**src/hw/RasterixPkg.sv**
```systemverilog
package RasterixPkg;

    //////////////////////////////////////////////////
    // Sizes
    //////////////////////////////////////////////////
    localparam int CmdWidth = 32;
    localparam int FbStreamWidth = 16;
    localparam int XResolution = 16;
    localparam int YResolution = 16;
    localparam int ScreenPosWidth = $clog2(XResolution);
    localparam int FbSize = XResolution * YResolution;
    localparam int FbIndexWidth = $clog2(FbSize);
    localparam int OpcodeWidth = 4;
    localparam int RegIndexWidth = 4;
    localparam int EdgeCount = 3;

    // Opcodes in the top nibble of a header word
    localparam logic [OpcodeWidth-1:0] OpNop = 4'h0;
    localparam logic [OpcodeWidth-1:0] OpRenderConfig = 4'h2;
    localparam logic [OpcodeWidth-1:0] OpFramebuffer = 4'h3;
    localparam logic [OpcodeWidth-1:0] OpTriangle = 4'h4;

    // Render configuration registers
    localparam int RegFeatureEnable = 0;
    localparam int RegClearColor = 1;
    localparam int RegScissorStart = 2;
    localparam int RegScissorEnd = 3;
    localparam int ConfigRegCount = 4;
    localparam int FeatureScissorBit = 0;

    // Triangle words, in stream order
    localparam int TriBbStart = 0;
    localparam int TriBbEnd = 1;
    localparam int TriW0 = 2;
    localparam int TriW1 = 3;
    localparam int TriW2 = 4;
    localparam int TriW0IncX = 5;
    localparam int TriW1IncX = 6;
    localparam int TriW2IncX = 7;
    localparam int TriW0IncY = 8;
    localparam int TriW1IncY = 9;
    localparam int TriW2IncY = 10;
    localparam int TriColor = 11;
    localparam int TriangleParamCount = 12;

    // Command parser states
    localparam int ParserStateWidth = 3;
    localparam logic [ParserStateWidth-1:0] ParserIdle = 3'd0;
    localparam logic [ParserStateWidth-1:0] ParserConfigData = 3'd1;
    localparam logic [ParserStateWidth-1:0] ParserTriangleLoad = 3'd2;
    localparam logic [ParserStateWidth-1:0] ParserRenderWait = 3'd3;
    localparam logic [ParserStateWidth-1:0] ParserFbWait = 3'd4;

    //////////////////////////////////////////////////
    // Types
    //////////////////////////////////////////////////
    typedef struct packed {
        logic [OpcodeWidth-1:0] opcode;
        logic [RegIndexWidth-1:0] regIndex;
        logic [CmdWidth-OpcodeWidth-RegIndexWidth-1:0] reserved;
    } configHeader_t;

    typedef struct packed {
        logic [OpcodeWidth-1:0] opcode;
        logic commit;
        logic memset;
        logic [CmdWidth-OpcodeWidth-3:0] reserved;
    } fbHeader_t;

    typedef union packed {
        configHeader_t configHeader;
        fbHeader_t fbHeader;
    } cmdHeader_t;

    typedef struct packed {
        logic start;
        logic [RegIndexWidth-1:0] startIndex;
        logic valid;
        logic [CmdWidth-1:0] data;
    } regWrite_t;

    typedef struct packed {
        logic valid;
        logic [ScreenPosWidth-1:0] x;
        logic [ScreenPosWidth-1:0] y;
        logic [FbStreamWidth-1:0] color;
    } fragment_t;

    typedef struct packed {
        logic apply;
        logic commit;
        logic memset;
    } fbCommand_t;

    typedef struct packed {
        logic scissorEnable;
        logic [ScreenPosWidth-1:0] scissorStartX;
        logic [ScreenPosWidth-1:0] scissorStartY;
        logic [ScreenPosWidth-1:0] scissorEndX;
        logic [ScreenPosWidth-1:0] scissorEndY;
        logic [FbStreamWidth-1:0] clearColor;
    } renderConfig_t;

endpackage
```
**src/hw/RegisterBank.sv**
```systemverilog
`timescale 1ns/1ps

module RegisterBank #(
    parameter int BankSize = 4
) (
    input  logic aclk,
    input  logic reset,
    input  RasterixPkg::regWrite_t write,
    output logic [RasterixPkg::CmdWidth-1:0] registers [BankSize]
);
    import RasterixPkg::*;

    logic [RegIndexWidth-1:0] index;

    always_ff @(posedge aclk) begin
        if (reset) begin
            index <= '0;
        end else if (write.start) begin
            index <= write.startIndex;
        end else if (write.valid) begin
            index <= index + 1'b1;
        end
    end

    always_ff @(posedge aclk) begin
        for (int i = 0; i < BankSize; i++) begin
            if (reset) begin
                registers[i] <= '0;
            end else if (write.valid && index == RegIndexWidth'(i)) begin
                registers[i] <= write.data;
            end
        end
    end

    // Parser never sends more words than the bank holds
    assert property (@(posedge aclk) disable iff (reset)
        write.valid |-> index < BankSize);

endmodule

```
**config.mk**
```make
export PLATFORM = sky130hd
export DESIGN_NAME = RegisterBank
export DESIGN_NICKNAME = d
export VERILOG_FILES = /design/src/hw/RasterixPkg.sv /design/src/hw/RegisterBank.sv
export SDC_FILE = /design/constraint.sdc
export NUM_CORES = 1
export LEC_CHECK = 0
export BUFFER_PORTS_ARGS = -buffer_cell sky130_fd_sc_hd__buf_2
export CORE_AREA = 3 3 110 112
export DETAILED_ROUTE_END_ITERATION = 16
export DIE_AREA = 0 0 113 115
export HOLD_SLACK_MARGIN = 0.06
export PLACE_DENSITY = 0.86
export SYNTH_ARGS = -nofsm -noshare
export SYNTH_HDL_FRONTEND = slang
export SYNTH_SLANG_ARGS = --single-unit
```
**constraint.sdc**
```tcl
create_clock -name aclk -period 2.1 [get_ports aclk]
set_input_delay 0.21 -clock aclk [delete_from_list [all_inputs] [get_ports aclk]]
set_output_delay 0.21 -clock aclk [all_outputs]
set_load 0.05 [all_outputs]
```
# --- Word level (Yosys, flattened, before mapping) ---
# Index checks and enable logic that the tools add are counted.
totals:
  input_bits: 40
  out_inout_bits: 128
  reg_bits: 132
  wordCells: 17
classes:
  n_addsub: 1
  n_reduce_logical: 6
  eq_ne: 3
  n_mux: 2
op_table:
  columns: ["operator", "count"]
  rows:
  - ["$eq 4x2->1 const B", 2]
  - ["$mux 4", 2]
  - ["$add 4x1->4 const B", 1]
  - ["$eq 4x1->1 const B", 1]
  - ["$logic_and 1x1->1", 4]
  - ["$logic_not 4->1", 1]
  - ["$reduce_bool 2->1", 1]

# --- Logic depth before layout (Yosys ltp) ---
logic_depth:
  depth_word: 3
  mapped_depth: 7
  ltp_nobuf: 5

# --- Worst setup path before layout ---
# Ideal clock, no wire load.
synth_path:
  path_type: "register to register"
  startpoint: "register index[0]"
  endpoint: "register registers[119] (netlist bit)"
  t_required_ps: 1958
  synth_period_minus_slack_ps: 1340
  setup_ps: 142
  path_slack_ps: 760
  path_stages_with_launch: 8
  path_buffers: 2
  t_arrival_ps: 1198
  path_cell_list: "dfxtp_1 -> inv_1 -> ha_1 -> and4bb_1 -> buf_6 -> buf_8 -> nand2_1 -> a21oi_2"
synth_via:
  elab_chain_cells: 2
synth_rtl:
  columns: ["item", "line_no", "rtl"]
  rows:
  - ["from (decl)", "RegisterBank.sv:13", "logic [RegIndexWidth-1:0] index;"]
  - ["from (signal assigned)", "RegisterBank.sv:19", "index <= write.startIndex;"]
  - ["from (signal assigned)", "RegisterBank.sv:21", "index <= index + 1'b1;"]
  - ["$logic_not 4->1", "RegisterBank.sv:29", "end else if (write.valid && index == RegIndexWidth'(i)) begin"]
  - ["$logic_and 1x1->1", "RegisterBank.sv:29", null]
  - ["to (signal, indexed assignment)", "RegisterBank.sv:30", "registers[i] <= write.data;"]
  - ["to (decl)", "RegisterBank.sv:9", "output logic [RasterixPkg::CmdWidth-1:0] registers [BankSize]"]
# Every way passes these cells.
# A chain may end at the register's enable or synchronous reset.

# --- Final worst setup path ---
layout_path:
  startpoint: "register index[0]"
  endpoint: "register registers[116] (netlist bit)"
# Same word-level chain as after synthesis.

==> impl_metrics.toml <==
[routing]
antenna_left = 0
remaining_drc_errors = 0
route.vias.total = 4575
wl_um = 14460
post_drt_wl_per_cell_um = 15.89
drtIter0Drc = 366
drt-vias-per-instance = 5.027
dr.pass1.iters = 4

[grt]
grt_pass1_vias = 4515
track_usage = 0.2239
overflow = 0
grt_antenna_before_repair = 0
grt_max_degree = 50
grt_pass1_wl_um = 22950

[power_and_ir_drop]
cellPowerDensity_nw_per_um2 = 959.1
p_leak_nw = 2.782
p_int_w = 0.004897
switching_share = 0.2550
switchingPower_w = 0.001676
comb_power_share = 0.118
peakVddDrop_v = 0.0004440
power_frac_clock = 0.481
seq_power_share = 0.401

[place]
port_buffers = 167
pre_cts_ws_ns = 0.3003
hpwl_um = 9677
dp_cells = 877
routabilityCongestion = 0.7798

[critical_path]
slowest_stage = "nand4bb_2"
end_kind = "register"
critPathLaunchType = "register"
crit_fanout = 16
crit_type = "register to register"
cp_cell_sequence = "inv_1 > ha_1 > nand4bb_2 > buf_4 > nand2_1 > a21oi_2"
required_ns = 2.38
critPathArrivalTime_ns = 2.04
cpPeakStageDelay_ns = 0.48

[sta]
rsz0062_at_grt = "false"
finalSetupTns_ns = 0
fin_skew_ns = 0.01263
post-route-min-period_ns = 1.767
setup_ws_ns = 0.3329
hold_violations = 0
max_slew_margin = 0.6064
worst_slew_pin_slew_ns = 0.5904
setup_viol = 0
drv_slew = 0
max_freq_mhz = 565.9
finalCritPeriodShare = 0.8415

[cts]
clock_path_buffers = 2
cts_tree = "done"
clk_pin_slew_ns = 0.06
holdBufCountCts = 2
cts_resized = 0
htreeDepth = 4
cts_setup_buffers = 0
cts_buffers = 17
clock_sinks = 132
clockRootBuffer = "clkbuf_16"
clock_latency_ns = 0.41

[logic_synthesis]
yosysMostFrequentCell = "nand2_1"
yosys-top-cells-count = "255 x nand2_1, 132 x dfxtp_1, 120 x a21oi_2"
synth-seq-cells = 132
synth.yosys.seq_area_share = 0.4936
syn-num-nets = 640
synth_area_leader_cell = "dfxtp_1"
syn_avg_cell_area_um2 = 8.983
syn_inst = 596
synth_area_leaders = "dfxtp_1 49%, a21oi_2 20%, nand2_1 18%, buf_8 3.4%, buf_2 2.2%"
synth_top_area_frac = 0.4936
synth-edff-count = 0
ys_types = 22
ys_async_sr_fraction = 0
ys.flop_type = "dfxtp_1"
yosysWarnings = 0
syn_area_um2 = 5354

[floorplan]
die_area_um2 = 13000
core_area_um2 = 11320
start_util = 0.4729
rows = 39
die_h_um = 115
chipWidth_um = 113
ios = 168

[finish]
syn_to_final_growth_pct = 28.02
drive_gt1_frac = 0.4459
nFillCells = 955
ff_latch_area_um2 = 2643
layout.nets = 799
antenna_cells = 0
stdcell_count = 910
multi_input_area_um2 = 2312

[run_status]
outcome = "finished clean"

[min_path]
hp-class = "input pin to register"

[run]
maxCapViolations = 0
[per-stage QoR]
step | utilization | area (µm²) | power, W | hold slack (ns)
floorplan | - | 5354 | 0.003255 | 0.3369
global placement | 0.5475 | 6198 | 0.003446 | 0.4404
detailed placement | 0.5475 | 6198 | 0.003459 | 0.4439
CTS | 0.6054 | 6854 | 0.006632 | 0.06321
global route | 0.6054 | 6854 | 0.006803 | 0.06946
finish | 0.6054 | 6854 | 0.006574 | 0.07843
[placed cells by master, fill, tap and decap left out, drive strengths merged]
master / synthesis / layout
nand2: 257 / 257
buf: 44 / 188
dfxtp: 132 / 132
a21oi: 130 / 130
clkbuf: 6 / 23
inv: 4 / 4
and4bb: 4 / 4
ha: 4 / 4
bufinv: 0 / 4
nand4bb: 4 / 4
clkinvlp: 0 / 3
xnor2: 2 / 2
o21a: 2 / 2
mux2i: 2 / 2
nor2: 2 / 2
dlygate4sd3: 0 / 2
mux2: 1 / 1
xor2: 1 / 1
nand4: 1 / 1
clkinv: 0 / 1
[layer usage]
layer  vias up  share of wire  global-route usage
met5         -              0                   0
met3        26          0.051             0.05842
met1      2176           0.44              0.2793
met4         0          0.023             0.09856
met2       141           0.48              0.3669
li1       2232              -                   -
[registers in the layout (all words and copies together), names as in the netlist]
signal     count
registers    128
index          4
[layout make-up]
type	instances	share of cell area
inverters	4	0.002191
clock buffers	23	0.07119
multi-input cells	410	0.3373
repair buffers	190	0.1561
clock inverters	8	0.02154
well taps	143	0.02610
flip-flops and latches	132	0.3855
[power groups by stage]
| stage | logic (W) | clock network (W) | registers, W |
|---|---|---|---|
| detailed placement | 0.000772 | 0 | 0.00269 |
| floorplan | 0.000320 | 0 | 0.00294 |
| finish | 0.000774 | 0.00316 | 0.00264 |
| global placement | 0.000760 | 0 | 0.00269 |
| global route | 0.000825 | 0.00333 | 0.00264 |
| CTS | 0.000776 | 0.00322 | 0.00263 |
[worst max-delay path: cells and delay by family (launching register included)]
family                   cells  cell delay [ns]
AO/OA/AOI/OAI                1             0.06
AND/OR/NAND/NOR              2             0.57
buffers and inverters        2             0.49
adder cells (fa/ha/maj)      1             0.18
flip-flops                   1             0.35
[kinds of logic (layout without fill, tap and decap cells)]
group | count (synthesis) | after routing | share of synthesized area
buffers and inverters | 54 | 225 | 0.07642
adders and majority gates | 4 | 4 | 0.009348
muxes | 3 | 3 | 0.005842
xor gates and xnor gates | 3 | 3 | 0.004909
and+or+nand+nor | 268 | 268 | 0.2014
DFF | 132 | 132 | 0.4936
AOI/OAI and AO/OA | 132 | 132 | 0.2085
[final timing paths]
check / from / to / slack [ns] / cells past startpoint
worst max-delay path: index[0] / registers[116] / 0.33 / 6
worst min-delay path: write[34] / index[1] / 0.08 / 3
worst max register to register: index[0] / registers[116] / 0.33 / 6
worst min register to register: registers[95] / registers[95] / 0.45 / 2
Power figures use the tool's default switching activity.
