$ cat src/hw/RasterixPkg.sv
package RasterixPkg;

    //////////////////////////////////////////////////
    // Sizes
    //////////////////////////////////////////////////
    localparam int CmdWidth = 32;
    localparam int FbStreamWidth = 16;
    localparam int XResolution = 16;
    localparam int YResolution = 16;
    localparam int ScreenPosWidth = $clog2(XResolution);
    localparam int FbSize = XResolution * YResolution;
    localparam int FbIndexWidth = $clog2(FbSize);
    localparam int OpcodeWidth = 4;
    localparam int RegIndexWidth = 4;
    localparam int EdgeCount = 3;

    // Opcodes in the top nibble of a header word
    localparam logic [OpcodeWidth-1:0] OpNop = 4'h0;
    localparam logic [OpcodeWidth-1:0] OpRenderConfig = 4'h2;
    localparam logic [OpcodeWidth-1:0] OpFramebuffer = 4'h3;
    localparam logic [OpcodeWidth-1:0] OpTriangle = 4'h4;

    // Render configuration registers
    localparam int RegFeatureEnable = 0;
    localparam int RegClearColor = 1;
    localparam int RegScissorStart = 2;
    localparam int RegScissorEnd = 3;
    localparam int ConfigRegCount = 4;
    localparam int FeatureScissorBit = 0;

    // Triangle words, in stream order
    localparam int TriBbStart = 0;
    localparam int TriBbEnd = 1;
    localparam int TriW0 = 2;
    localparam int TriW1 = 3;
    localparam int TriW2 = 4;
    localparam int TriW0IncX = 5;
    localparam int TriW1IncX = 6;
    localparam int TriW2IncX = 7;
    localparam int TriW0IncY = 8;
    localparam int TriW1IncY = 9;
    localparam int TriW2IncY = 10;
    localparam int TriColor = 11;
    localparam int TriangleParamCount = 12;

    // Command parser states
    localparam int ParserStateWidth = 3;
    localparam logic [ParserStateWidth-1:0] ParserIdle = 3'd0;
    localparam logic [ParserStateWidth-1:0] ParserConfigData = 3'd1;
    localparam logic [ParserStateWidth-1:0] ParserTriangleLoad = 3'd2;
    localparam logic [ParserStateWidth-1:0] ParserRenderWait = 3'd3;
    localparam logic [ParserStateWidth-1:0] ParserFbWait = 3'd4;

    //////////////////////////////////////////////////
    // Types
    //////////////////////////////////////////////////
    typedef struct packed {
        logic [OpcodeWidth-1:0] opcode;
        logic [RegIndexWidth-1:0] regIndex;
        logic [CmdWidth-OpcodeWidth-RegIndexWidth-1:0] reserved;
    } configHeader_t;

    typedef struct packed {
        logic [OpcodeWidth-1:0] opcode;
        logic commit;
        logic memset;
        logic [CmdWidth-OpcodeWidth-3:0] reserved;
    } fbHeader_t;

    typedef union packed {
        configHeader_t configHeader;
        fbHeader_t fbHeader;
    } cmdHeader_t;

    typedef struct packed {
        logic start;
        logic [RegIndexWidth-1:0] startIndex;
        logic valid;
        logic [CmdWidth-1:0] data;
    } regWrite_t;

    typedef struct packed {
        logic valid;
        logic [ScreenPosWidth-1:0] x;
        logic [ScreenPosWidth-1:0] y;
        logic [FbStreamWidth-1:0] color;
    } fragment_t;

    typedef struct packed {
        logic apply;
        logic commit;
        logic memset;
    } fbCommand_t;

    typedef struct packed {
        logic scissorEnable;
        logic [ScreenPosWidth-1:0] scissorStartX;
        logic [ScreenPosWidth-1:0] scissorStartY;
        logic [ScreenPosWidth-1:0] scissorEndX;
        logic [ScreenPosWidth-1:0] scissorEndY;
        logic [FbStreamWidth-1:0] clearColor;
    } renderConfig_t;

endpackage
$ cat src/hw/Rasterizer.sv
`timescale 1ns/1ps

module Rasterizer (
    input  logic aclk,
    input  logic reset,

    input  logic startRendering,
    output logic rasterizerRunning,

    input  logic [RasterixPkg::CmdWidth-1:0] triangleParams [RasterixPkg::TriangleParamCount],

    output RasterixPkg::fragment_t fragment
);
    import RasterixPkg::*;

    logic [ScreenPosWidth-1:0] x;
    logic [ScreenPosWidth-1:0] y;
    logic [ScreenPosWidth-1:0] bbStartX;
    logic [ScreenPosWidth-1:0] bbStartY;
    logic [ScreenPosWidth-1:0] bbEndX;
    logic [ScreenPosWidth-1:0] bbEndY;
    logic [CmdWidth-1:0] w [EdgeCount];
    logic [CmdWidth-1:0] wRow [EdgeCount];
    logic covered;

    // x in the low half-word, y in the high half-word
    assign bbStartX = triangleParams[TriBbStart][0 +: ScreenPosWidth];
    assign bbStartY = triangleParams[TriBbStart][CmdWidth / 2 +: ScreenPosWidth];
    assign bbEndX = triangleParams[TriBbEnd][0 +: ScreenPosWidth];
    assign bbEndY = triangleParams[TriBbEnd][CmdWidth / 2 +: ScreenPosWidth];

    // Inside when no edge value is negative
    always_comb begin
        covered = 1'b1;
        for (int i = 0; i < EdgeCount; i++) begin
            covered = covered && !w[i][CmdWidth-1];
        end
    end

    assign fragment.valid = rasterizerRunning && covered;
    assign fragment.x = x;
    assign fragment.y = y;
    assign fragment.color = triangleParams[TriColor][FbStreamWidth-1:0];

    always_ff @(posedge aclk) begin
        if (reset) begin
            rasterizerRunning <= 1'b0;
        end else if (startRendering) begin
            rasterizerRunning <= 1'b1;
        end else if (rasterizerRunning && x == bbEndX && y == bbEndY) begin
            rasterizerRunning <= 1'b0;
        end
    end

    //////////////////////////////////////////////////
    // Bounding box walk
    //////////////////////////////////////////////////
    always_ff @(posedge aclk) begin
        if (startRendering) begin
            x <= bbStartX;
            y <= bbStartY;
            for (int i = 0; i < EdgeCount; i++) begin
                w[i] <= triangleParams[TriW0 + i];
                wRow[i] <= triangleParams[TriW0 + i];
            end
        end else if (rasterizerRunning) begin
            if (x == bbEndX) begin
                // Next row starts from the stepped row start
                x <= bbStartX;
                y <= y + 1'b1;
                for (int i = 0; i < EdgeCount; i++) begin
                    wRow[i] <= wRow[i] + triangleParams[TriW0IncY + i];
                    w[i] <= wRow[i] + triangleParams[TriW0IncY + i];
                end
            end else begin
                x <= x + 1'b1;
                for (int i = 0; i < EdgeCount; i++) begin
                    w[i] <= w[i] + triangleParams[TriW0IncX + i];
                end
            end
        end
    end

endmodule

$ cat config.mk
export PLATFORM = sky130hd
export DESIGN_NAME = Rasterizer
export DESIGN_NICKNAME = d
export VERILOG_FILES = /design/src/hw/RasterixPkg.sv /design/src/hw/Rasterizer.sv
export SDC_FILE = /design/constraint.sdc
export NUM_CORES = 1
export LEC_CHECK = 0
export ABC_AREA = 1
export BUFFER_PORTS_ARGS = -buffer_cell sky130_fd_sc_hd__buf_4
export CAP_MARGIN = 30
export CELL_PAD_IN_SITES_DETAIL_PLACEMENT = 1
export CELL_PAD_IN_SITES_GLOBAL_PLACEMENT = 1
export CORE_MARGIN = 8
export CORE_UTILIZATION = 35
export CTS_BUF_LIST = sky130_fd_sc_hd__clkbuf_8
export DETAILED_ROUTE_END_ITERATION = 8
export GPL_TIMING_DRIVEN = 0
export HOLD_SLACK_MARGIN = 0.05
export PLACE_DENSITY = 0.78
export SETUP_SLACK_MARGIN = 0.5
export SYNTH_ARGS = -nofsm -noshare
export SYNTH_HDL_FRONTEND = slang
export SYNTH_SLANG_ARGS = --single-unit
$ cat constraint.sdc
create_clock -name aclk -period 15.35 [get_ports aclk]
set_input_delay 2.3025 -clock aclk [delete_from_list [all_inputs] [get_ports aclk]]
set_output_delay 2.3025 -clock aclk [all_outputs]
set_load 0.05 [all_outputs]
# [Word-level counts from Yosys, hierarchy flattened]
# Memories as Yosys holds them, arrays and structs flattened.
# Cells that the tools add are included.
# W data, S select, Z words.
[totals] word_cells=63 memories=2 regBits=9 ram_bits=192
[classes] reduce_logical=12 n_eq_ne=2 n_mux=27 bitwise=9 addsub=8
[memory_table] memory="w" depth=3 width=32 read_ports=3 rd_clocked_by_memory_dff=0 write_ports=3 line_no="Rasterizer.sv:22" rtl="logic [CmdWidth-1:0] w [EdgeCount];"
[memory_table] memory="wRow" depth=3 width=32 read_ports=3 rd_clocked_by_memory_dff=0 write_ports=3 line_no="Rasterizer.sv:23" rtl="logic [CmdWidth-1:0] wRow [EdgeCount];"
[op_table] operator="$mux W32" n=9
[op_table] operator="$add A32 B32 Y32" n=6
[op_table] operator="$mux W4" n=6
[op_table] operator="$mux W1" n=12
[op_table] operator="$or A1 B1 Y1" n=9
[op_table] operator="$add A4 B1 Y4 const B" n=2
[op_table] operator="$eq A4 B4 Y1" n=2
[op_table] operator="$reduce_bool A2 Y1" n=3
[op_table] operator="$logic_and A1 B1 Y1" n=5
[op_table] operator="$logic_not A1 Y1" n=3
[op_table] operator="$reduce_and A2 Y1" n=1

# [Logic depth before layout (Yosys ltp)]
[logic_depth] word_depth=7 mapped_depth=14 mapped_depth_nobuf=14

# [Worst setup path after synthesis]
# OpenSTA, ideal clock, no wires.
[synth_timing] kind="input port to flip-flop" from="input triangleParams[321] (netlist bit)" to="memory wRow[0][0] (enable)" n_path_buf=0 setup_slack_ns=7.845 setup_time_ns=0.551 path_stages=6 arrival_ns=6.954 path_cell_list="or2_0 a21oi_2 nand2_1 nand2_2 inv_1 nor2_1"
[synth_lines] element="start, declared" line_no="Rasterizer.sv:10" rtl="input logic [RasterixPkg::CmdWidth-1:0] triangleParams [RasterixPkg::TriangleParamCount],"
[synth_lines] element="end, declared" line_no="Rasterizer.sv:23"

# [Worst setup path after layout]
[layout_timing] from="input triangleParams[14] (netlist bit)" to="output fragment[14] (netlist bit)"
[layout_lines] element="end, declared" line_no="Rasterizer.sv:12" rtl="output RasterixPkg::fragment_t fragment"
# No word-level cell between the ends.

==> run metrics <==
status=complete, no violations; clock sink count=201; CP delay by family, top=buffers and inverters; Die Footprint=70,530 sq um; startpoint types=input pin; CTS Buf Count=42; Combinational Power Share=43.3%; routed via count=23,483; FMAX=204.1 MHz; Mapped Nets=3,953; CTS clk-pin slew, worst paths=0.06 ns; Worst Path Required=13.05 ns; Slew HR=36.04%; Detailed Route Iter0 Violations=1,536; buffers added on ports=331; Worst Tran Pin Value=0.9572 ns; FF-to-FF path depth=9; antenna violations before repair=10; Post-CTS Setup Repair Bufs=0; RR Endpoint=wRow[0][95]; CTS tree=yes; Final HPWL DP=77.78 mm; Reg2Reg Setup Slack=12.17 ns; H-tree depth=2; Finish-stage setup viols=0; Setup crit end kind=primary output; CP arrival=2.60 ns; Clock power frac=25.3%; Critical Path End=fragment[14]; CP Launch Point=triangleParams[14]; root buf cell=clkbuf_8; Core Footprint=61,600 sq um; Mapped Avg Cell Area=6.465 sq um; critical path's slowest cell=buf_4; Seq pwr share=31.4%; commonest non-fill, non-tap cells in the layout=nand2_1 (1,219), inv_1 (482), buf_4 (354); largest net degree at the start of global routing=69; Routed WL=92.51 mm; Most common cell on crit path=buf_4; synthesized flop and latch total=201; area leader, netlist=edfxtp_1; num ports=413; total power draw=2232 uW; Antenna Nets Post-Route=0; commonest non-fill, non-tap cell in the layout=nand2_1; first-pass GRT wire length=138.4 mm; DRC Markers=0; MaxCap Viol Count=0; Synth warnings=0; worst-skew pair later-pin latency=0.64 ns; share of layout cells above drive strength 1=12.96%; mapped cell area=21,800 sq um; max-slew violations=0; Post-synth EDFFs=200; Synth top area share=27.55%; unrepaired setup endpoints after global routing=no; ys async rst share=0%; VDD IR max=0.07246 mV; switching share of total power=41.55%; DRT Pass-1 Iters=7; row cnt=91; number of distinct library cells after synthesis=36; Fin Setup TNS=0 ns; chip height=265.6 um; register area share after synthesis=27.64%; WP depth=2; reg2reg start=x[2]; average wire per standard cell=20.01 um; Largest stage delay, worst path=0.18 ns; worst min path class=reg2reg; period utilization=31.92%; Cells after Synth=3,372; post-layout minimum cycle time=4.899 ns; crit path max fanout=1; worst-path cell chain=buf_4 -> buf_4; Synth-to-Final Area Change=20.21%; CP Class=in2out; Setup Skew=0.03633 ns; remaining global-route overflow=0; leakage=0.01362 uW; starting density of the core=35.39%; layout net count=4,332; CTS Hold Bufs=0; CP Buf/Inv Count=2; Synth area leaders=edfxtp_1 (28%), nand2_1 (21%), ha_1 (11%); final hold vios=0; Die Wd=265.6 um; number of global-route vias before repair=24,418; total global-route track usage=25.26%; GPL Wtd Cong=0.9385; CTS max path bufs=3; post_cts resized=0; ys flop type=edfxtp_1; P per Cell Area=85.15 nW/um^2; P_sw=927.2 uW; Internal=1304 uW; Vias/cell=5.080
==> power groups by stage <==
stage / sequential [uW] / combinational [uW] / clock [uW]
final: 701 / 965 / 566
after global placement: 716 / 926 / 0
after CTS: 700 / 960 / 580
after detailed placement: 710 / 955 / 0
after global routing: 705 / 1070 / 597
after floorplan: 714 / 629 / 0
==> synthesized netlist by cell type, types with 19 or more instances <==
master	instances
o21bai_1	19
edfxtp_1	200
nand3b_1	21
nor2_1	267
buf_4	23
nand3_1	304
nand2_1	1219
xor2_1	19
inv_1	474
and2_1	61
nor3_1	27
or2_2	42
o21ai_0	125
ha_1	188
a21oi_1	165
or2_1	21
xnor2_1	85
==> layout make-up <==
type                            count  area (sq um)
Fill cell                        8229         35390
Multi-Input combinational cell   2635         13610
Sequential cell                   201          6026
Timing Repair Buffer              335          2580
Inverter                          477          1795
Tap cell                          837          1047
Clock buffer                       43         591.8
Buffer                             59         382.9
Clock inverter                     32         165.2
Antenna cell                        4         10.01
==> metrics by stage <==
stage | cell area [sq um] | hold WS, ns | utilization [%] | setup WS (ns) | std cells
detailed placement | 25440 | 0.6489 | 41.30 | 10.15 | 4544
global placement | 25330 | 0.6353 | 41.12 | 4.685 | 4540
global route | 26210 | 0.7141 | 42.54 | 10.44 | 4623
floorplan | 21800 | 0.6169 | - | 7.845 | 3372
finish | 26210 | 0.6641 | 42.54 | 10.45 | 4623
CTS | 26200 | 0.6640 | 42.53 | 10.45 | 4619
==> worst min-delay path by stage <==
stage | startpoint | endpoint | slack [ns] | cells past startpoint
finish | wRow[0][32] | wRow[0][32] | 0.66 | 3
global route | wRow[0][32] | wRow[0][32] | 0.71 | 3
CTS | wRow[0][32] | wRow[0][32] | 0.66 | 3
detailed placement | wRow[0][32] | wRow[0][32] | 0.65 | 3
global placement | wRow[0][32] | wRow[0][32] | 0.64 | 3
floorplan | wRow[0][0] | wRow[0][0] | 0.62 | 3
==> state kept, by name, summed over array words and instances, names as in the netlist <==
| signal | cells |
|---|---|
| rasterizerRunning | 1 |
| w | 96 |
| wRow | 96 |
| x | 4 |
| y | 4 |
==> cells by family (layout without fill, tap and decap cells) <==
kind of cell	count (synthesis)	count (layout)	share of synthesized area (%)
adder cells (fa/ha/maj)	194	194	11.34
XOR/XNOR	104	104	4.178
other	0	4	0
flip-flops	201	201	27.64
buffers and inverters	536	946	9.970
AND/OR/NAND/NOR	1987	1987	38.23
AO/OA/AOI/OAI	350	350	8.644
==> metal layers <==
metal / vias to the layer above / global-route usage (%) / share of wire [%]
met5: - / 0 / 0.049
met4: 6 / 8.250 / 3.3
met1: 11158 / 32.79 / 45
li1: 11601 / - / -
met2: 581 / 42.42 / 46
met3: 137 / 4.239 / 5.6
Note: power is estimated with default switching activity, not from simulation.
