## src/hw/RasterixPkg.sv

```systemverilog
package RasterixPkg;

    //////////////////////////////////////////////////
    // Sizes
    //////////////////////////////////////////////////
    localparam int CmdWidth = 32;
    localparam int FbStreamWidth = 16;
    localparam int XResolution = 16;
    localparam int YResolution = 16;
    localparam int ScreenPosWidth = $clog2(XResolution);
    localparam int FbSize = XResolution * YResolution;
    localparam int FbIndexWidth = $clog2(FbSize);
    localparam int OpcodeWidth = 4;
    localparam int RegIndexWidth = 4;
    localparam int EdgeCount = 3;

    // Opcodes in the top nibble of a header word
    localparam logic [OpcodeWidth-1:0] OpNop = 4'h0;
    localparam logic [OpcodeWidth-1:0] OpRenderConfig = 4'h2;
    localparam logic [OpcodeWidth-1:0] OpFramebuffer = 4'h3;
    localparam logic [OpcodeWidth-1:0] OpTriangle = 4'h4;

    // Render configuration registers
    localparam int RegFeatureEnable = 0;
    localparam int RegClearColor = 1;
    localparam int RegScissorStart = 2;
    localparam int RegScissorEnd = 3;
    localparam int ConfigRegCount = 4;
    localparam int FeatureScissorBit = 0;

    // Triangle words, in stream order
    localparam int TriBbStart = 0;
    localparam int TriBbEnd = 1;
    localparam int TriW0 = 2;
    localparam int TriW1 = 3;
    localparam int TriW2 = 4;
    localparam int TriW0IncX = 5;
    localparam int TriW1IncX = 6;
    localparam int TriW2IncX = 7;
    localparam int TriW0IncY = 8;
    localparam int TriW1IncY = 9;
    localparam int TriW2IncY = 10;
    localparam int TriColor = 11;
    localparam int TriangleParamCount = 12;

    // Command parser states
    localparam int ParserStateWidth = 3;
    localparam logic [ParserStateWidth-1:0] ParserIdle = 3'd0;
    localparam logic [ParserStateWidth-1:0] ParserConfigData = 3'd1;
    localparam logic [ParserStateWidth-1:0] ParserTriangleLoad = 3'd2;
    localparam logic [ParserStateWidth-1:0] ParserRenderWait = 3'd3;
    localparam logic [ParserStateWidth-1:0] ParserFbWait = 3'd4;

    //////////////////////////////////////////////////
    // Types
    //////////////////////////////////////////////////
    typedef struct packed {
        logic [OpcodeWidth-1:0] opcode;
        logic [RegIndexWidth-1:0] regIndex;
        logic [CmdWidth-OpcodeWidth-RegIndexWidth-1:0] reserved;
    } configHeader_t;

    typedef struct packed {
        logic [OpcodeWidth-1:0] opcode;
        logic commit;
        logic memset;
        logic [CmdWidth-OpcodeWidth-3:0] reserved;
    } fbHeader_t;

    typedef union packed {
        configHeader_t configHeader;
        fbHeader_t fbHeader;
    } cmdHeader_t;

    typedef struct packed {
        logic start;
        logic [RegIndexWidth-1:0] startIndex;
        logic valid;
        logic [CmdWidth-1:0] data;
    } regWrite_t;

    typedef struct packed {
        logic valid;
        logic [ScreenPosWidth-1:0] x;
        logic [ScreenPosWidth-1:0] y;
        logic [FbStreamWidth-1:0] color;
    } fragment_t;

    typedef struct packed {
        logic apply;
        logic commit;
        logic memset;
    } fbCommand_t;

    typedef struct packed {
        logic scissorEnable;
        logic [ScreenPosWidth-1:0] scissorStartX;
        logic [ScreenPosWidth-1:0] scissorStartY;
        logic [ScreenPosWidth-1:0] scissorEndX;
        logic [ScreenPosWidth-1:0] scissorEndY;
        logic [FbStreamWidth-1:0] clearColor;
    } renderConfig_t;

endpackage
```

## src/hw/CommandParser.sv

```systemverilog
`timescale 1ns/1ps

module CommandParser (
    input  logic aclk,
    input  logic reset,

    input  logic sCmdValid,
    output logic sCmdReady,
    input  logic sCmdLast,
    input  logic [RasterixPkg::CmdWidth-1:0] sCmdData,

    output RasterixPkg::regWrite_t configWrite,
    output RasterixPkg::regWrite_t triangleWrite,

    output logic startRendering,
    input  logic rasterizerRunning,

    output RasterixPkg::fbCommand_t fbCmd,
    input  logic applied
);
    import RasterixPkg::*;

    cmdHeader_t header;
    logic [ParserStateWidth-1:0] state;
    logic [RegIndexWidth-1:0] wordCount;
    logic accept;

    assign header = sCmdData;
    assign accept = sCmdValid && sCmdReady;

    always_ff @(posedge aclk) begin
        if (reset) begin
            state <= ParserIdle;
            sCmdReady <= 1'b0;
            wordCount <= '0;
            configWrite.start <= 1'b0;
            configWrite.valid <= 1'b0;
            triangleWrite.start <= 1'b0;
            triangleWrite.valid <= 1'b0;
            startRendering <= 1'b0;
            fbCmd.apply <= 1'b0;
        end else begin
            configWrite.start <= 1'b0;
            configWrite.valid <= 1'b0;
            triangleWrite.start <= 1'b0;
            triangleWrite.valid <= 1'b0;
            startRendering <= 1'b0;
            fbCmd.apply <= 1'b0;

            case (state)
                ParserIdle: begin
                    sCmdReady <= 1'b1;
                    if (accept) begin
                        case (header.configHeader.opcode)
                            OpRenderConfig: begin
                                configWrite.start <= 1'b1;
                                configWrite.startIndex <= header.configHeader.regIndex;
                                state <= ParserConfigData;
                            end
                            OpTriangle: begin
                                triangleWrite.start <= 1'b1;
                                triangleWrite.startIndex <= '0;
                                wordCount <= '0;
                                state <= ParserTriangleLoad;
                            end
                            OpFramebuffer: begin
                                fbCmd.apply <= 1'b1;
                                fbCmd.commit <= header.fbHeader.commit;
                                fbCmd.memset <= header.fbHeader.memset;
                                sCmdReady <= 1'b0;
                                state <= ParserFbWait;
                            end
                            default: begin
                                // OpNop and unknown opcodes are dropped
                            end
                        endcase
                    end
                end
                ParserConfigData: begin
                    if (accept) begin
                        configWrite.valid <= 1'b1;
                        configWrite.data <= sCmdData;
                        state <= ParserIdle;
                    end
                end
                ParserTriangleLoad: begin
                    if (accept) begin
                        triangleWrite.valid <= 1'b1;
                        triangleWrite.data <= sCmdData;
                        wordCount <= wordCount + 1'b1;
                        if (wordCount == RegIndexWidth'(TriangleParamCount - 1)) begin
                            sCmdReady <= 1'b0;
                            state <= ParserRenderWait;
                        end else if (sCmdLast) begin
                            // Packet ended early, no render
                            state <= ParserIdle;
                        end
                    end
                end
                ParserRenderWait: begin
                    // Start once the last word has landed in the bank
                    if (triangleWrite.valid) begin
                        startRendering <= 1'b1;
                    end else if (!startRendering && !rasterizerRunning) begin
                        sCmdReady <= 1'b1;
                        state <= ParserIdle;
                    end
                end
                ParserFbWait: begin
                    if (applied) begin
                        sCmdReady <= 1'b1;
                        state <= ParserIdle;
                    end
                end
                default: begin
                    state <= ParserIdle;
                end
            endcase
        end
    end

    // A new render may only start after the previous walk has ended
    assert property (@(posedge aclk) disable iff (reset)
        $rose(startRendering) |-> !rasterizerRunning);

endmodule

```

## config.mk

```make
export PLATFORM = sky130hd
export DESIGN_NAME = CommandParser
export DESIGN_NICKNAME = d
export VERILOG_FILES = /design/src/hw/RasterixPkg.sv /design/src/hw/CommandParser.sv
export SDC_FILE = /design/constraint.sdc
export NUM_CORES = 1
export LEC_CHECK = 0
export ABC_CLOCK_PERIOD_IN_PS = 4700
export BUFFER_PORTS_ARGS = -buffer_cell sky130_fd_sc_hd__buf_2
export CAP_MARGIN = 40
export CELL_PAD_IN_SITES_DETAIL_PLACEMENT = 1
export CELL_PAD_IN_SITES_GLOBAL_PLACEMENT = 1
export CORE_MARGIN = 8
export CORE_UTILIZATION = 38
export CTS_BUF_LIST = sky130_fd_sc_hd__clkbuf_16
export DETAILED_ROUTE_END_ITERATION = 10
export GPL_ROUTABILITY_DRIVEN = 0
export HOLD_SLACK_MARGIN = 0.03
export PLACE_DENSITY = 0.85
export SLEW_MARGIN = 0
export SYNTH_ARGS = -nofsm -noshare
export SYNTH_HDL_FRONTEND = slang
export SYNTH_SLANG_ARGS = --single-unit
```

## constraint.sdc

```tcl
create_clock -name aclk -period 4.7 [get_ports aclk]
set_input_delay 0.705 -clock aclk [delete_from_list [all_inputs] [get_ports aclk]]
set_output_delay 0.705 -clock aclk [all_outputs]
set_load 0.02 [all_outputs]
```

# Word level (Yosys, flattened, before mapping)
# Index checks and enable logic that the tools add are counted.
# word_totals
in_bits,38
reg_bits,84
wordCells,85
out_inout_bits,81
# op_classes
n_eq_ne,18
n_bitwise,6
mux,28
add_sub_neg,1
reduce_logical,18
# op_table
operator,count
33-bit 2-to-1 mux,2
3-bit 2-to-1 mux,9
3-bit one-hot mux with 5 select lines,1
"2-bit != test, second input constant",7
4-bit 2-to-1 mux,3
4-bit AND reduction,3
5-bit 2-to-1 mux,2
3-bit one-hot mux with 3 select lines,1
"4-bit by 2-bit == test with 1-bit output, second input constant",2
1-bit 2-to-1 mux,8
4-bit one-hot mux with 2 select lines,1
8-bit AND reduction,1
"3-bit by 2-bit == test with 1-bit output, second input constant",2
1-bit inverter,6
3-bit AND reduction,2
6-bit AND reduction,1
2-bit OR reduction,3
"4-bit by 1-bit adder with 4-bit output, second input constant",1
"4-bit by 3-bit == test with 1-bit output, second input constant",1
"4-bit == test, second input constant",1
"4-bit by 1-bit != test with 1-bit output, second input constant",1
1-bit one-hot mux with 4 select lines,1
4-bit nonzero test,1
"3-bit by 1-bit == test with 1-bit output, second input constant",1
8 further kinds,10

# Depth between registers and ports, before layout
# depth
word_depth,5
mapped_depth,6
ltp_nobuf,6

# Worst setup path before layout
# No wires, ideal clock.
# synth_path
path_type,input to register
from,in reset
to,"reg configWrite[0] (netlist name), enable pin"
arrival_time_ns,3.381
setup_time_ns,0.461
stages,3
required_ns,4.239
slack_ns,0.858
cell_sequence,clkbuf_1 -> buf_1 -> nor3_1
# synth_between
elab_chain_len,2
# synth_rtl
element,line_no,rtl
from (decl),CommandParser.sv:5,"input logic reset,"
1-bit inverter (no line),n/a,
3-bit AND reduction (no line),n/a,
to (decl),CommandParser.sv:12,"output RasterixPkg::regWrite_t configWrite,"
# Every way passes these cells.
# A chain may end at the register's enable or synchronous reset.

# Final worst setup path
# layout_path
from,in sCmdValid
to,"reg configWrite[35] (netlist name), enable pin"
# layout_between
elab_chain_len,2
# layout_rtl
element,line_no,rtl
from (decl),CommandParser.sv:7,"input logic sCmdValid,"
1-bit logical AND,CommandParser.sv:29,assign accept = sCmdValid && sCmdReady;
4-bit AND reduction (no line),n/a,
# Every way passes these cells.

==> flow_summary.toml <==
[worst_setup_path]
cp_num_cells = 4
ff2ff_path_depth = 3
arrival_ps = 2180
cp.buffers_inverters = 1
worstPathMaxFanout = 17
crit_slowest_cell = "nor3_1"
required_ps = 4660
cp_top_family = "simple AND/OR/NAND/NOR gates"
path_class = "in -> reg"
cpPeakStageDelay_ps = 520
start_kind = "primary input"
cp_cell_sequence = "buf_2, nand2_1, or3_1, nor3_1"
worst_setup_path_end_kind = "flop"

[clock_tree]
cts_resized = 0
clock-root-buffer = "clkbuf_16"
tritoncts = "done"
cts.sinks = 84
h-tree-depth = 3
clkTransAtPathRegs_ps = 60
numCtsBuffers = 9
cts_setup_buffers = 0
clockBufferDepth = 2
hold_buffers = 0
insertion_delay_ps = 330

[worst_hold_path]
hold_path_depth = 1
hold_path.class = "reg -> reg"

[sta]
fin_crit_ps = 2220
fin_crit_sh_pct = 47.23
setup_tns_ps = 0
setup_ws_ps = 2480
finalHoldViolations = 0
slew_headroom_pct = 57.08
final.hold.worst_slack_ps = 491.2
slew_violations = 0
setup_viol = 0
max_freq_mhz = 450.5
finClkSkew_ps = 7.118
worst_pin_slew_ps = 642.3
rsz0062_at_grt = "no"

[floorplan]
die-area_um2 = 10700
core_um2 = 7567
die_y_um = 103.4
start_util_pct = 38.38
die_x_um = 103.4
num_rows = 32
io_pins = 119

[layout]
layout.cells.non_filler = 395
syn_to_final_growth_pct = 33.00
multi_input_area_um2 = 485.5
fin_nets = 327
seqCellArea_um2 = 2382
drive_above_1_share_pct = 49.15
nFillCells = 791
antenna-diode-count = 0
finish.instance_area_um2 = 3862

[global_routing]
grt_pass1_wl_um = 10980
globalRoute.totalOverflow = 0
antenna_found_initial = 0
grt_max_degree = 33
grt_pass1_vias = 1933
groute.usage.overall_pct = 14.25

[detailed_routing]
routed_wirelength_um = 7544
drtIter0Drc = 72
drc_errors = 0
wire_per_inst_um = 19.10
firstDrtPassIters = 4
antenna_left = 0
via_count = 1860
via_per_inst = 4.709

[yosys]
ys_types = 36
postSynthAreaPerCell_um2 = 17.39
ys_ff_latch = 84
synth_flop_cell = "edfxtp_1"
synthCells = 167
synth-edff-count = 70
ys_async_sr_fraction_pct = 0
syn_area_um2 = 2904
yosysSeqAreaShare_pct = 82.03
yosys_warnings = 0

[pwr]
vdd_drop_max_v = 0.0001492
p_leak_nw = 1.475
power_per_cell_area_nw_per_um2 = 387.5

[flow_run]
drv_cap = 0

[placed_design]
dp_slack_ps = 2096
post_dp_cell_area_um2 = 3588
dpl.hpwl_um = 5805
dpl.cell_count = 379
io_buffers = 114

[status]
outcome = "completed"
-- final timing paths --
| path | startpoint | endpoint | slack (ps) |
|---|---|---|---|
| setup / recovery | sCmdValid | configWrite[35]$_DFFE_PP_ | 2480 |
| hold / removal | triangleWrite[32]$_SDFF_PP0_ | startRendering$_SDFF_PP0_ | 490 |
| setup reg to reg | sCmdReady$_SDFFE_PP0P_ | configWrite[35]$_DFFE_PP_ | 2530 |
| hold reg to reg | triangleWrite[32]$_SDFF_PP0_ | startRendering$_SDFF_PP0_ | 490 |
-- placed cells by master (no fill, tap or decap), types with 4 or more instances in the layout --
| cell type | instances |
|---|---|
| edfxtp_1 | 70 |
| clkbuf_16 | 9 |
| a21oi_1 | 8 |
| nor2_1 | 9 |
| buf_2 | 114 |
| dfxtp_1 | 14 |
| nor3_1 | 12 |
| conb_1 | 4 |
| nand2_1 | 7 |
-- where the power goes --
group	switching (mW)	internal (mW)
sequential	0.00245	0.808
combinational	0.0317	0.0192
clock	0.277	0.358
total	0.312	1.19
-- layer usage --
metal / track usage, % / up-vias / routed length [um]
met5: 0 / - / 0
met4: 7.230 / 0 / 159
met3: 5.622 / 14 / 974
met2: 23.57 / 92 / 3503
met1: 15.56 / 876 / 2907
li1: - / 878 / -
-- state kept, by name, indices dropped and copies added (netlist names) --
signal and flops:
sCmdReady 1, wordCount 4, state 3, startRendering 1, fbCmd 3, triangleWrite 34
configWrite 38
-- cell families (layout without fill, tap and decap cells) --
family,count (synthesis),count (layout),share of synthesized area [%]
flops,84,84,82.03
simple gates,51,51,10.17
fa+ha+maj,1,1,0.4308
other cells,1,4,0.1291
buf+inv,11,134,1.982
compound gates,19,19,5.257
-- area by class of cell --
class	instances	share of cell area [%]
clock inverter	7	1.263
timing repair buffer	116	15.16
tap	102	3.304
multi-input combinational	75	12.57
inverter	2	0.1944
sequential	84	61.68
clock buffer	9	5.831
-- Yosys cell counts, drive strengths merged, types with 2 or more instances --
library cell | number | area, um^2
nor2b | 3 | 18.77
nor2 | 9 | 33.78
dfxtp | 14 | 280.3
a22oi | 3 | 22.52
o221ai | 2 | 23.77
nand2 | 7 | 26.28
clkbuf | 3 | 11.26
nand3 | 3 | 15.01
a21o | 2 | 17.52
nor4 | 2 | 12.51
nor3 | 14 | 70.07
a21oi | 8 | 40.04
buf | 6 | 38.78
or3 | 2 | 17.52
inv | 2 | 7.510
edfxtp | 70 | 2102
or2 | 2 | 15.02
nor3b | 3 | 32.53
-- metrics by stage --
step                      power, mW  util, %
after floorplan              0.8515        -
after global placement       0.8748    47.42
after detailed placement     0.8772    47.42
after CTS                     1.514    51.04
after global routing          1.544    51.04
final                         1.497    51.04
Power figures use the tool's default switching activity.
